`config.mk`:
```
export PLATFORM = sky130hd
export DESIGN_NAME = gpio_top
export DESIGN_NICKNAME = d
export VERILOG_FILES = /design/src/gpio_pkg.sv /design/src/gpio_pin_unit.sv /design/src/gpio_bus_fsm.sv /design/src/gpio_top.sv
export VERILOG_INCLUDE_DIRS = /design/src /design/src/src
export SDC_FILE = /design/constraint.sdc
export NUM_CORES = 1
export LEC_CHECK = 0
export ABC_AREA = 1
export BUFFER_PORTS_ARGS = -buffer_cell sky130_fd_sc_hd__buf_2
export CAP_MARGIN = 20
export CORE_MARGIN = 2
export CORE_UTILIZATION = 54
export DETAILED_ROUTE_END_ITERATION = 7
export GPL_TIMING_DRIVEN = 0
export PLACE_DENSITY = 0.91
export SYNTH_ARGS = -nofsm -noshare
export SYNTH_HDL_FRONTEND = slang
export SYNTH_SLANG_ARGS = --single-unit
```
`constraint.sdc`:
```
create_clock -name pclk30 -period 1.9 [get_ports pclk30]
set_input_delay 0.285 -clock pclk30 [delete_from_list [all_inputs] [get_ports pclk30]]
set_output_delay 0.285 -clock pclk30 [all_outputs]
set_load 0.01 [all_outputs]
```
`src/gpio_defines.svh`:
```
`ifndef GPIO_DEFINES_SVH
`define GPIO_DEFINES_SVH

// ------------------------------
// widths
// ------------------------------
`define GPIO_WIDTH 16                // pins and data word
`define GPIO_AW    6                 // register byte address

// ------------------------------
// register byte offsets
// ------------------------------
`define GPR_DIRECTION_MODE  6'h04    // 1 = input, 0 = output
`define GPR_OUTPUT_ENABLE   6'h08    // per-pin driver enable
`define GPR_OUTPUT_VALUE    6'h0C    // value driven on pin_out
`define GPR_INPUT_VALUE     6'h10    // synchronized pin value, read only
`define GPR_INT_STATUS      6'h20    // rising edge status, clear on read

// ------------------------------
// reset values
// ------------------------------
`define GPRV_DIRECTION_MODE 16'h0000 // all pins output
`define GPRV_OUTPUT_ENABLE  16'h0000 // drivers off after reset
`define GPRV_OUTPUT_VALUE   16'h0000
`define GPRV_INPUT_VALUE    16'h0000
`define GPRV_INT_STATUS     16'h0000 // no pending interrupts

`endif

```
`src/gpio_pkg.sv`:
```
`include "gpio_defines.svh"

package gpio_pkg;

  // data word, also one bit per pin
  typedef logic [`GPIO_WIDTH-1:0] gpio_word_t;

  // register byte address
  typedef logic [`GPIO_AW-1:0] gpio_addr_t;

  // wishbone slave states
  typedef enum logic [1:0]
  {
    BUS_IDLE = 2'd0,  // waiting for cyc & stb
    BUS_ACK  = 2'd1,  // ack high for one cycle
    BUS_WAIT = 2'd2   // master still holds stb
  } bus_state_t;

endpackage

```
`src/gpio_pin_unit.sv`:
```
`timescale 1ns/100ps
`include "gpio_defines.svh"

module gpio_pin_unit
(
  input  logic                pclk30,
  input  logic                n_reset30,        // async, active low
  input  logic                read,             // one-cycle read strobe
  input  logic                write,            // one-cycle write strobe
  input  gpio_pkg::gpio_addr_t addr,
  input  gpio_pkg::gpio_word_t wdata,
  input  gpio_pkg::gpio_word_t pin_in,          // raw pin values, async
  input  gpio_pkg::gpio_word_t tri_state_enable, // test input, forces Z
  output gpio_pkg::gpio_word_t rdata,
  output gpio_pkg::gpio_word_t interrupt,
  output gpio_pkg::gpio_word_t pin_out,
  output gpio_pkg::gpio_word_t pin_oe_n
);

  import gpio_pkg::*;

  // ------------------------------
  // registers
  // ------------------------------
  gpio_word_t direction_mode;   // 1 = input, 0 = output
  gpio_word_t output_enable;    // driver on where 1
  gpio_word_t output_value;     // driven value
  gpio_word_t input_value;      // third sync stage, readable
  gpio_word_t int_status;       // sticky rising edge flags

  gpio_word_t sync_one;         // first stage, next to the pins
  gpio_word_t sync_two;         // second stage

  // address decode
  logic       ad_direction_mode;
  logic       ad_output_enable;
  logic       ad_output_value;
  logic       ad_int_status;

  // interrupt helpers
  logic       status_clear;     // read of status clears all bits
  gpio_word_t int_event;        // synchronized value rose
  gpio_word_t int_trigger;      // rising edge on an input-mode pin

  assign ad_direction_mode = (addr == `GPR_DIRECTION_MODE);
  assign ad_output_enable  = (addr == `GPR_OUTPUT_ENABLE);
  assign ad_output_value   = (addr == `GPR_OUTPUT_VALUE);
  assign ad_int_status     = (addr == `GPR_INT_STATUS);

  // ------------------------------
  // control register writes
  // ------------------------------
  always_ff @(posedge pclk30 or negedge n_reset30)
  begin
    if (!n_reset30)
    begin
      direction_mode <= `GPRV_DIRECTION_MODE;
      output_enable  <= `GPRV_OUTPUT_ENABLE;
      output_value   <= `GPRV_OUTPUT_VALUE;
    end
    else if (write)
    begin
      if (ad_direction_mode)
      begin
        direction_mode <= wdata;
      end
      if (ad_output_enable)
      begin
        output_enable <= wdata;
      end
      if (ad_output_value)
      begin
        output_value <= wdata;
      end
      // writes to input value and status are ignored
    end
  end

  // ------------------------------
  // input synchronizer
  // ------------------------------
  // pin change shows in input_value three edges after sampling
  always_ff @(posedge pclk30 or negedge n_reset30)
  begin
    if (!n_reset30)
    begin
      sync_one    <= '0;
      sync_two    <= '0;
      input_value <= `GPRV_INPUT_VALUE;
    end
    else
    begin
      sync_one    <= pin_in;      // may go metastable
      sync_two    <= sync_one;
      input_value <= sync_two;    // settled value
    end
  end

  // ------------------------------
  // interrupt status
  // ------------------------------
  // rising edge seen as new value high, old value still low
  assign int_event    = sync_two & ~input_value;
  assign int_trigger  = int_event & direction_mode;  // input mode only
  assign status_clear = read & ad_int_status;

  always_ff @(posedge pclk30 or negedge n_reset30)
  begin
    if (!n_reset30)
    begin
      int_status <= `GPRV_INT_STATUS;
    end
    else
    begin
      // trigger wins over a clear in the same cycle
      int_status <= (int_status & ~{$bits(gpio_word_t){status_clear}}) | int_trigger;
    end
  end

  assign interrupt = int_status;  // one line per pin, no combining

  // ------------------------------
  // read data
  // ------------------------------
  always_ff @(posedge pclk30 or negedge n_reset30)
  begin
    if (!n_reset30)
    begin
      rdata <= '0;
    end
    else if (read)
    begin
      case (addr)
        `GPR_DIRECTION_MODE: rdata <= direction_mode;
        `GPR_OUTPUT_ENABLE:  rdata <= output_enable;
        `GPR_OUTPUT_VALUE:   rdata <= output_value;
        `GPR_INT_STATUS:     rdata <= int_status;  // value before clear
        default:             rdata <= input_value; // input value or unmapped
      endcase
    end
    else
    begin
      rdata <= '0;   // zero outside read cycles
    end
  end

  // ------------------------------
  // pin drivers
  // ------------------------------
  assign pin_out = output_value;

  // driver on only if enabled, output mode and not in test tri-state
  assign pin_oe_n = ~(output_enable & ~direction_mode) | tri_state_enable;

endmodule

```
`src/gpio_bus_fsm.sv`:
```
`timescale 1ns/100ps

module gpio_bus_fsm
(
  input  logic                pclk30,
  input  logic                n_reset30,  // async, active low
  input  logic                cyc,        // wishbone cycle
  input  logic                stb,        // wishbone strobe
  input  logic                we,         // 1 = write
  input  gpio_pkg::gpio_addr_t adr,
  input  gpio_pkg::gpio_word_t dat_w,
  output logic                ack,
  output logic                read,       // one-cycle strobe to pin unit
  output logic                write,      // one-cycle strobe to pin unit
  output gpio_pkg::gpio_addr_t addr,
  output gpio_pkg::gpio_word_t wdata
);

  import gpio_pkg::*;

  bus_state_t state;
  bus_state_t state_nxt;
  logic       req;        // qualified request in idle

  // master holds adr and dat_w until ack, so pass straight on
  assign addr  = adr;
  assign wdata = dat_w;

  // new access only from idle
  assign req   = cyc & stb & (state == BUS_IDLE);
  assign read  = req & ~we;
  assign write = req & we;
  assign ack   = (state == BUS_ACK);   // second cycle of the request

  // ------------------------------
  // next state
  // ------------------------------
  always_comb
  begin
    state_nxt = state;
    case (state)
      BUS_IDLE:
      begin
        if (req)
        begin
          state_nxt = BUS_ACK;
        end
      end
      BUS_ACK:
      begin
        // held stb must not start another access
        state_nxt = stb ? BUS_WAIT : BUS_IDLE;
      end
      BUS_WAIT:
      begin
        if (!stb)
        begin
          state_nxt = BUS_IDLE;
        end
      end
      default: state_nxt = BUS_IDLE;   // unused encoding
    endcase
  end

  always_ff @(posedge pclk30 or negedge n_reset30)
  begin
    if (!n_reset30)
    begin
      state <= BUS_IDLE;
    end
    else
    begin
      state <= state_nxt;
    end
  end

endmodule

```
`src/gpio_top.sv`:
```
`timescale 1ns/100ps

module gpio_top
(
  input  logic                pclk30,
  input  logic                n_reset30,        // async, active low

  // wishbone classic slave
  input  logic                cyc,
  input  logic                stb,
  input  logic                we,
  input  gpio_pkg::gpio_addr_t adr,
  input  gpio_pkg::gpio_word_t dat_w,
  output gpio_pkg::gpio_word_t dat_r,
  output logic                ack,

  // pins
  input  gpio_pkg::gpio_word_t pin_in,
  input  gpio_pkg::gpio_word_t tri_state_enable, // test, all drivers to Z
  output gpio_pkg::gpio_word_t pin_out,
  output gpio_pkg::gpio_word_t pin_oe_n,
  output gpio_pkg::gpio_word_t interrupt         // one bit per pin
);

  import gpio_pkg::*;

  // ------------------------------
  // bus fsm to pin unit
  // ------------------------------
  logic       bus_read;
  logic       bus_write;
  gpio_addr_t bus_addr;
  gpio_word_t bus_wdata;

  gpio_bus_fsm u_bus_fsm
  (
    .pclk30    (pclk30),
    .n_reset30 (n_reset30),
    .cyc       (cyc),
    .stb       (stb),
    .we        (we),
    .adr       (adr),
    .dat_w     (dat_w),
    .ack       (ack),
    .read      (bus_read),
    .write     (bus_write),
    .addr      (bus_addr),
    .wdata     (bus_wdata)
  );

  // rdata is registered inside, valid while ack is high
  gpio_pin_unit u_pin_unit
  (
    .pclk30           (pclk30),
    .n_reset30        (n_reset30),
    .read             (bus_read),
    .write            (bus_write),
    .addr             (bus_addr),
    .wdata            (bus_wdata),
    .pin_in           (pin_in),
    .tri_state_enable (tri_state_enable),
    .rdata            (dat_r),
    .interrupt        (interrupt),
    .pin_out          (pin_out),
    .pin_oe_n         (pin_oe_n)
  );

endmodule

```
=== Yosys cells after proc, flatten, opt, wreduce, memory -nomap -nowiden ===
Index checks and enable logic that the tools add are counted.

* Output and inout bits: 65
* Word-level logic and storage cells: 44
* Input bits: 59
* Flip-flop bits (word level): 130

* Bitwise operators: 16
* Eq/ne operators: 8
* Multiplexer cells: 6
* Reductions and logical operators: 5

{| class="wikitable"
|+ Operator list
! operator !! number
|-
| bitwise AND 16 bit || 4
|-
| NOT 16 bit || 4
|-
| case mux 16 bit (4 select lines) || 1
|-
| bitwise OR 16 bit || 2
|-
| 2-to-1 mux 16 bit || 1
|-
| == test 6 x 4 -> 1 bit, second input constant || 2
|-
| AND reduction 2 bit || 4
|-
| == test 6 x 3 -> 1 bit, second input constant || 1
|-
| == test 6 bit, second input constant || 1
|-
| 2-to-1 mux 2 bit || 3
|-
| case mux 2 bit (3 select lines) || 1
|-
| bitwise AND 1 bit || 5
|-
| == test 2 x 1 -> 1 bit, second input constant || 1
|-
| == test 2 bit, second input constant || 1
|-
| logical NOT 2 bit || 1
|-
| != test 2 x 1 -> 1 bit, second input constant || 1
|-
| != test 2 bit, second input constant || 1
|-
| NOT 1 bit || 1
|}

=== Logic depth before layout (Yosys ltp) ===
Gate-level depths: netlist (run 1).

* Word-level depth: 7
* Gate-level depth with buffers: 8
* Gate-level depth less buffers: 7

=== By module ===
A second synthesis (run 1) with hierarchy kept.

* Cell total of the unflattened synthesis: 572
* Area total of the unflattened synthesis: 5524.0 µm²

{| class="wikitable"
|+ Modules (own cells, without submodules)
! module !! sequential area each (µm²) !! area each (µm²) !! instances !! cells each
|-
| gpio_pin_unit || 3203.1 || 5253.8 || 1 || 535
|-
| gpio_bus_fsm || 50.0 || 270.3 || 1 || 37
|}

=== Least setup slack after synthesis (run 1) ===
Ideal clock, no wire load.

* Kind: register -> register
* Start point: register u_bus_fsm.state[0]
* End point: register u_pin_unit.direction_mode[11]
* Required time: 1773 ps
* Path slack: 541 ps
* Period minus slack after synthesis: 1359 ps
* Arrival time: 1233 ps
* Library setup time: 127 ps
* Stages on the path, launching flop included: 8
* Buffers on the path: 1
* Cells stage by stage: dfrtp_1 nor2_1 nand3_1 nor2_1 nand3b_4 buf_4 nand2_1 o21ai_0

* Cells in the longest elaborated chain, start to end: 4

{| class="wikitable"
|+ RTL lines
! element !! line !! RTL
|-
| start: declaration || gpio_bus_fsm.sv:21 || <nowiki>bus_state_t state;</nowiki>
|-
| start signal: assignment || gpio_bus_fsm.sv:73 || <nowiki>state <= state_nxt;</nowiki>
|-
| logical NOT 2 bit || gpio_bus_fsm.sv:30 || <nowiki>assign req = cyc & stb & (state == BUS_IDLE);</nowiki>
|-
| bitwise AND 1 bit || gpio_bus_fsm.sv:30 ||
|-
| bitwise AND 1 bit || gpio_bus_fsm.sv:32 || <nowiki>assign write = req & we;</nowiki>
|-
| AND reduction 2 bit (no line) || - ||
|-
| end signal: assignment || gpio_pin_unit.sv:57 || <nowiki>direction_mode <= `GPRV_DIRECTION_MODE;</nowiki>
|-
| end signal: assignment || gpio_pin_unit.sv:65 || <nowiki>direction_mode <= wdata;</nowiki>
|-
| end: declaration || gpio_pin_unit.sv:25 || <nowiki>gpio_word_t direction_mode;</nowiki>
|}

Every way passes these cells.
A chain may end at the register's enable or synchronous reset.

=== Final worst setup path (run 1) ===
* Start point: register u_bus_fsm.state[0]
* End point: register u_pin_unit.output_value[5] (netlist: u_pin_unit.pin_out[5])

* Cells in the longest elaborated chain, start to end: 4

{| class="wikitable"
|+ RTL lines
! element !! line !! RTL
|-
| logical NOT 2 bit || gpio_bus_fsm.sv:30 ||
|-
| bitwise AND 1 bit || gpio_bus_fsm.sv:30 ||
|-
| bitwise AND 1 bit || gpio_bus_fsm.sv:32 ||
|-
| AND reduction 2 bit (no line) || - ||
|-
| end signal: assignment || gpio_pin_unit.sv:59 || <nowiki>output_value <= `GPRV_OUTPUT_VALUE;</nowiki>
|-
| end signal: assignment || gpio_pin_unit.sv:73 || <nowiki>output_value <= wdata;</nowiki>
|-
| end: declaration || gpio_pin_unit.sv:27 || <nowiki>gpio_word_t output_value;</nowiki>
|}

Every way passes these cells.

==> results of run 1 <==
==> synthesized netlist by cell type <==
library cell / count
a21oi_1: 1
buf_1: 1
buf_2: 12
buf_4: 3
buf_6: 6
clkbuf_1: 6
dfrtp_1: 130
inv_1: 60
inv_2: 1
nand2_1: 78
nand2_2: 2
nand3_1: 18
nand3_2: 2
nand3b_1: 11
nand3b_4: 2
nand4_1: 49
nor2_1: 40
nor2_2: 1
nor2_4: 6
o21ai_0: 57
o21ai_1: 7
o21ai_2: 22
o31ai_1: 16
==> path summary, 6_finish.rpt <==
path / from / end / slack [ns] / cells after the start
min in group asynchronous: n_reset30 / u_pin_unit.rdata[6] / 0.26 / 2
max: u_bus_fsm.state[0] / u_pin_unit.pin_out[5] / 0.13 / 7
min reg2reg: u_pin_unit.sync_one[6] / u_pin_unit.sync_two[6] / 0.34 / 0
max in group asynchronous: n_reset30 / u_pin_unit.input_value[3] / 0.90 / 3
max reg2reg: u_bus_fsm.state[0] / u_pin_unit.pin_out[5] / 0.13 / 7
min: dat_w[11] / u_pin_unit.output_enable[11] / 0.02 / 3
==> critical path, cell delays in order, from the launching register on <==
cell,delay [ns]
dfrtp_1,0.41
nor2_1,0.15
nand3_1,0.10
nor2_1,0.33
nand2_2,0.14
buf_2,0.27
nand2_1,0.11
o21ai_0,0.12
==> logic make-up (layout without fill, tap and decap cells) <==
logic type	Yosys count	count (layout)	share of synthesized area [%]
compound gates	103	103	11.9
buf+inv	89	264	7.56
simple gates	209	209	19.9
flops	130	130	60.6
==> sequential cells by signal, summed over array words and instances (netlist names) <==
signal and cells:
u_pin_unit.sync_two 16, u_pin_unit.sync_one 16, u_pin_unit.output_enable 16, u_pin_unit.rdata 16, u_bus_fsm.state 2, u_pin_unit.pin_out 16
u_pin_unit.input_value 16, u_pin_unit.interrupt 16, u_pin_unit.direction_mode 16
==> per-layer routing <==
layer	wire [um]	up-vias	global-route usage (%)
li1	-	2116	-
met1	5520	2318	38.0
met2	7330	440	48.2
met3	2160	163	11.2
met4	1290	0	20.8
met5	0	-	0
==> repair_timing <==
item                                    CTS  global route
endpoints found under the hold margin    67             0
hold buffers                             18             0
endpoints found under the setup margin    0            15
setup buffers                             0             1
resized for setup                         0             3
==> report_power, final <==
part           leakage [nW]  switching, W  internal, W
Sequential             1.62     0.0000897      0.00290
Combinational          1.43      0.000340     0.000194
Clock                 0.260       0.00121      0.00186
Total                  3.31       0.00164      0.00495
==> layout make-up <==
| class | count | share of cell area [%] |
|---|---|---|
| Multi-Input combinational cell | 312 | 24.6 |
| Sequential cell | 130 | 46.9 |
| Tap cell | 133 | 2.40 |
| Clock inverter | 13 | 2.00 |
| Inverter | 61 | 3.30 |
| Buffer | 28 | 2.56 |
| Clock buffer | 19 | 6.08 |
| Timing Repair Buffer | 143 | 12.1 |
==> metrics by stage <==
step	area (sq um)	util (%)	TNS, ns	power [W]	instances
after floorplan	5370	-	0	0.00323	531
after global placement	6150	63.2	-127.49	0.00348	787
final	6930	71.2	0	0.00659	839
after CTS	6920	71.1	0	0.00659	838
after detailed placement	6180	63.5	0	0.00351	788
after global routing	6930	71.2	0	0.00678	839
==> qor.csv, run 1 <==
stage,metric,value,unit
run_status,status,finished with violations,
run_status,failed_checks,DRC,
global_routing,grt_max_degree,81,
synthesis,synth.area.top_cells,"dfrtp_1, nand4_1, nand2_1",
place,io_buffers,123,
global_routing,grt_remaining_overflow,0,
floorplan,die_w,104,um
synthesis,yosysSeqAreaShare,60.6,%
route,wirelength,16.3,mm
place,dp.final_hpwl,10.4,mm
worst_setup_path,cp_max_fo,10,
sta,finClkSkew,0.00711,ns
route,ant_nets,0,
layout,multi_input_area,0.00171,sq mm
hold_path,hold_path.class,in2reg,
worst_setup_path,critical_path_class,reg2reg,
sta,slew_viol_final,0,
layout,register_area,0.00325,sq mm
clock_tree,cts_sinks,130,
sta,tightestPinTransition,0.628,ns
sta,rsz0062_at_grt,no,
place,gp_congestion,0.912,
sta,fin_hold_ws,0.0238,ns
floorplan,boundaryPins,124,
floorplan,core_region_area,0.00973,sq mm
floorplan,die_area,0.0107,sq mm
layout,n_antenna_cell,0,
route,drcViolationCount,3,
global_routing,grt_pass1_wl,26.2,mm
sta,setup_viol,0,
global_routing,grt_usage,31.6,%
sta,hold_violations,0,
synthesis,ys_ff_latch,130,
route,drtIter0Drc,798,
synthesis,syn_area,0.00537,sq mm
clock_tree,root_buffer,clkbuf_8,
sta,min_period,1.77,ns
route,viasPerCell,6.00,
power_and_ir_drop,p_per_area,951,mW/mm^2
power_and_ir_drop,p_leak,3.31,nW
global_routing,grt_pass1_vias,5155,
layout,fillers,674,
sta,post-route-period-util,93.1,%
clock_tree,clkTransAtPathRegs,0.06,ns
layout,syn2layout_area_growth,29.2,%
worst_setup_path,worstPathRequired,2.30,ns
place,post-place-ws,0.0714,ns
global_routing,antenna_found_initial,0,
clock_tree,cts_tree,built,
sta,fin_ws,0.132,ns
floorplan,initial_utilization,55.1,%
worst_setup_path,critical_path_arrival,2.17,ns
route,firstDrtPassIters,8,
route,vias,5037,
synthesis,synth_top_area_share,60.6,%
synthesis,yosys_warnings,0,
synthesis,yosysTopAreaCell,dfrtp_1,
clock_tree,clockBufferDepth,2,
clock_tree,cts_buffers,17,
layout,drive_gt1_share,30.3,%
worst_setup_path,startpoint_type,flip-flop,
route,avgRoutedWirePerCell,19.4,um
power_and_ir_drop,ir_drop,0.000490,V
synthesis,syn_nets,590,
worst_setup_path,crit_path_end_kind,flip-flop,
clock_tree,cts_max_level,4,
synthesis,synth_cell_types,23,
job,max_cap_viol_count,0,
floorplan,row_count,36,
floorplan,fp.dieH,104,um
synthesis,postSynthCellCount,531,
synthesis,postSynthAreaPerCell,10.1,sq um
layout,layout_commonest_cell,buf_2,
sta,relSlewSlack,58.1,%
sta,max_freq,565,MHz
layout,layout_common_cells,"buf_2, dfrtp_1, nand2_1",
clock_tree,clkLatencyLatePin,0.54,ns
layout,fin_nets,752,
No activity file was read; power rests on OpenSTA's default activity.
==> run 2, diff against run 1 <==
Settings changed: CORE_UTILIZATION 54 to 48, PLACE_DENSITY 0.91 to 0.86.
Clock period 1.9 ns to 1.4 ns, I/O delays scaled along.
==> qor.csv, run 2 (synthesis gave the netlist of run 1 again) <==
stage,metric,value,unit,change
worst_setup_path,critical_path_class,reg2out,,
worst_setup_path,worstPathRequired,1.19,ns,-1.11 ns
place,io_buffers,123,,unchanged
floorplan,initial_utilization,49.3,%,-5.9 points
power_and_ir_drop,switching_share,25.5,%,+0.62 points
clock_tree,cts_max_level,4,,unchanged
sta,hold_violations,0,,unchanged
sta,rsz0062_at_grt,yes,,
sta,slew_viol_final,0,,unchanged
clock_tree,clockBufferDepth,2,,unchanged
power_and_ir_drop,seq_power_share,45.2,%,about the same
sta,relSlewSlack,54.7,%,-3.4 points
sta,min_period,1.51,ns,
power_and_ir_drop,p_clk_share,44.9,%,-1.7 points
global_routing,grt_pass1_vias,5210,,+1.1%
clock_tree,cts_buffers,17,,unchanged
worst_setup_path,startpoint_type,flip-flop,,
route,drcViolationCount,0,,-3
floorplan,core_region_area,0.0109,sq mm,+12%
route,wirelength,17.9,mm,+10%
floorplan,fp.dieH,110,um,+5.8%
layout,syn2layout_area_growth,43.4,%,
sta,tightestPinTransition,0.679,ns,+0.0506 ns
sta,setup_viol,33,,+33
global_routing,grt_max_degree,71,,-12%
power_and_ir_drop,ir_drop,0.00102,V,+110%
clock_tree,clkTransAtPathRegs,0.06,ns,about the same
layout,fin_nets,812,,+8.0%
layout,final_cells,906,,+8.0%
sta,fin_ws,-0.108,ns,-0.239 ns
sta,finClkSkew,0.00986,ns,+0.00275 ns
route,drtIter0Drc,639,,-20%
route,viasPerCell,5.78,,-3.6%
layout,drive_gt1_share,41.3,%,+11 points
global_routing,grt_pass1_wl,26.2,mm,+0.11%
power_and_ir_drop,p_switching,0.00230,W,+40%
power_and_ir_drop,p_comb_share,9.9,%,+1.8 points
run_status,failed_checks,setup timing,,
layout,layout_commonest_cell,dfrtp_1,,
clock_tree,root_buffer,clkbuf_8,,
worst_setup_path,critical_path.max_stage_delay,0.38,ns,-0.03 ns
layout,n_antenna_cell,0,,unchanged
sta,max_freq,663,MHz,
floorplan,die_area,0.0120,sq mm,+12%
clock_tree,cts_tree,built,,
worst_setup_path,crit_path_end_kind,output port,,
floorplan,boundaryPins,124,,unchanged
floorplan,die_w,110,um,+5.8%
power_and_ir_drop,p_leak,3.71,nW,+12%
place,placed_cells,795,,+0.89%
place,post_dp_cell_area,0.00619,sq mm,+0.14%
job,max_cap_viol_count,0,,unchanged
route,ant_nets,0,,unchanged
route,firstDrtPassIters,6,,-2
layout,fin_area,0.00770,sq mm,+11%
global_routing,grt_usage,29.8,%,-1.7 points
worst_setup_path,critical_path_arrival,1.30,ns,-0.87 ns
global_routing,grt_remaining_overflow,0,,unchanged
clock_tree,clkLatencyLatePin,0.54,ns,about the same
run_status,status,finished with violations,,
layout,fillers,757,,+12%
worst_setup_path,cp_slowest_cell,dfrtp_1,,
route,avgRoutedWirePerCell,19.8,um,+1.9%
global_routing,antenna_found_initial,0,,unchanged
worst_setup_path,crit_chain,inv_2 > nor2_2 > nand2_1 > buf_2,,
floorplan,row_count,38,,+5.6%
place,dp.final_hpwl,10.7,mm,+3.1%
place,gp_congestion,0.860,,-5.7%
route,vias,5241,,+4.1%
sta,post-route-period-util,108,%,
layout,layout_common_cells,"dfrtp_1, buf_2, nand2_1",,
hold_path,hold_path.class,in2reg,,
power_and_ir_drop,p_per_area,1170,mW/mm^2,+23%
power_and_ir_drop,internal_power,0.00671,W,+35%
clock_tree,cts_sinks,130,,unchanged
worst_setup_path,cp_max_fo,2,,-8
-- run 2: worst max-delay path: cells and delay by family, from the launching register on --
family	cells	cell delay (ns)
buffers and inverters	2	0.21
DFF	1	0.38
and+or+nand+nor	2	0.18
-- run 2: power by group through the flow --
stage	Combinational, W	Sequential, W	Clock (W)
floorplan	0.000277	0.00411	0
finish	0.000891	0.00407	0.00405
global placement	0.000627	0.00410	0
CTS	0.000815	0.00405	0.00408
global route	0.000962	0.00408	0.00426
detailed placement	0.000665	0.00411	0
-- run 2: timing repair --
item,in CTS,in global routing
cloned,1,2
hold buffers,35,0
setup endpoints to repair,76,75
gates resized for setup,36,81
buffers inserted,31,10
pin swaps,4,4
endpoints found under the hold margin,115,0
-- run 2: layout make-up --
| class | count | area (sq um) | share of cell area, % |
|---|---|---|---|
| well taps | 140 | 175 | 2.28 |
| clock inverters | 12 | 111 | 1.45 |
| multi-input cells | 312 | 1880 | 24.4 |
| inverters | 61 | 229 | 2.98 |
| clock buffers | 20 | 435 | 5.66 |
| flip-flops and latches | 130 | 3250 | 42.3 |
| repair buffers | 203 | 1370 | 17.8 |
| plain buffers | 28 | 246 | 3.20 |
-- run 2: final timing paths --
path                            slack (ns)  cells after the start                          start                           end
min in group asynchronous             0.22                      2                      n_reset30        u_pin_unit.sync_one[4]
worst max register to register       -0.05                      7  u_pin_unit.direction_mode[15]      u_pin_unit.interrupt[15]
worst min register to register        0.34                      0        u_pin_unit.sync_one[12]       u_pin_unit.sync_two[12]
worst min-delay path                  0.08                      4                             we  u_pin_unit.output_enable[15]
worst max-delay path                 -0.11                      4   u_pin_unit.output_enable[15]                  pin_oe_n[15]
max in group asynchronous             0.45                      3                      n_reset30   u_pin_unit.output_enable[9]
-- run 2: per-stage QoR --
stage	setup TNS [ns]	power, W	worst slack [ns]	hold slack (ns)	util (%)
2_1_floorplan	0	0.00438	0.0406	-0.0856	-
3_3_place_gp	-194.12	0.00473	-1.43	0.318	56.5
3_5_place_dp	-14.17	0.00477	-0.375	0.221	56.8
4_1_cts	-0.484	0.00894	-0.0495	0.0567	67.8
5_1_grt	-3.10	0.00930	-0.154	0.0881	70.7
6_report	-0.735	0.00900	-0.108	0.0787	70.7
-- run 2: layer usage --
| metal | vias up | track usage [%] | routed length [um] |
|---|---|---|---|
| met5 | - | 0 | 0 |
| met4 | 0 | 16.1 | 948 |
| met3 | 107 | 9.90 | 1980 |
| met2 | 407 | 47.9 | 8510 |
| met1 | 2483 | 35.5 | 6490 |
| li1 | 2244 | - | - |
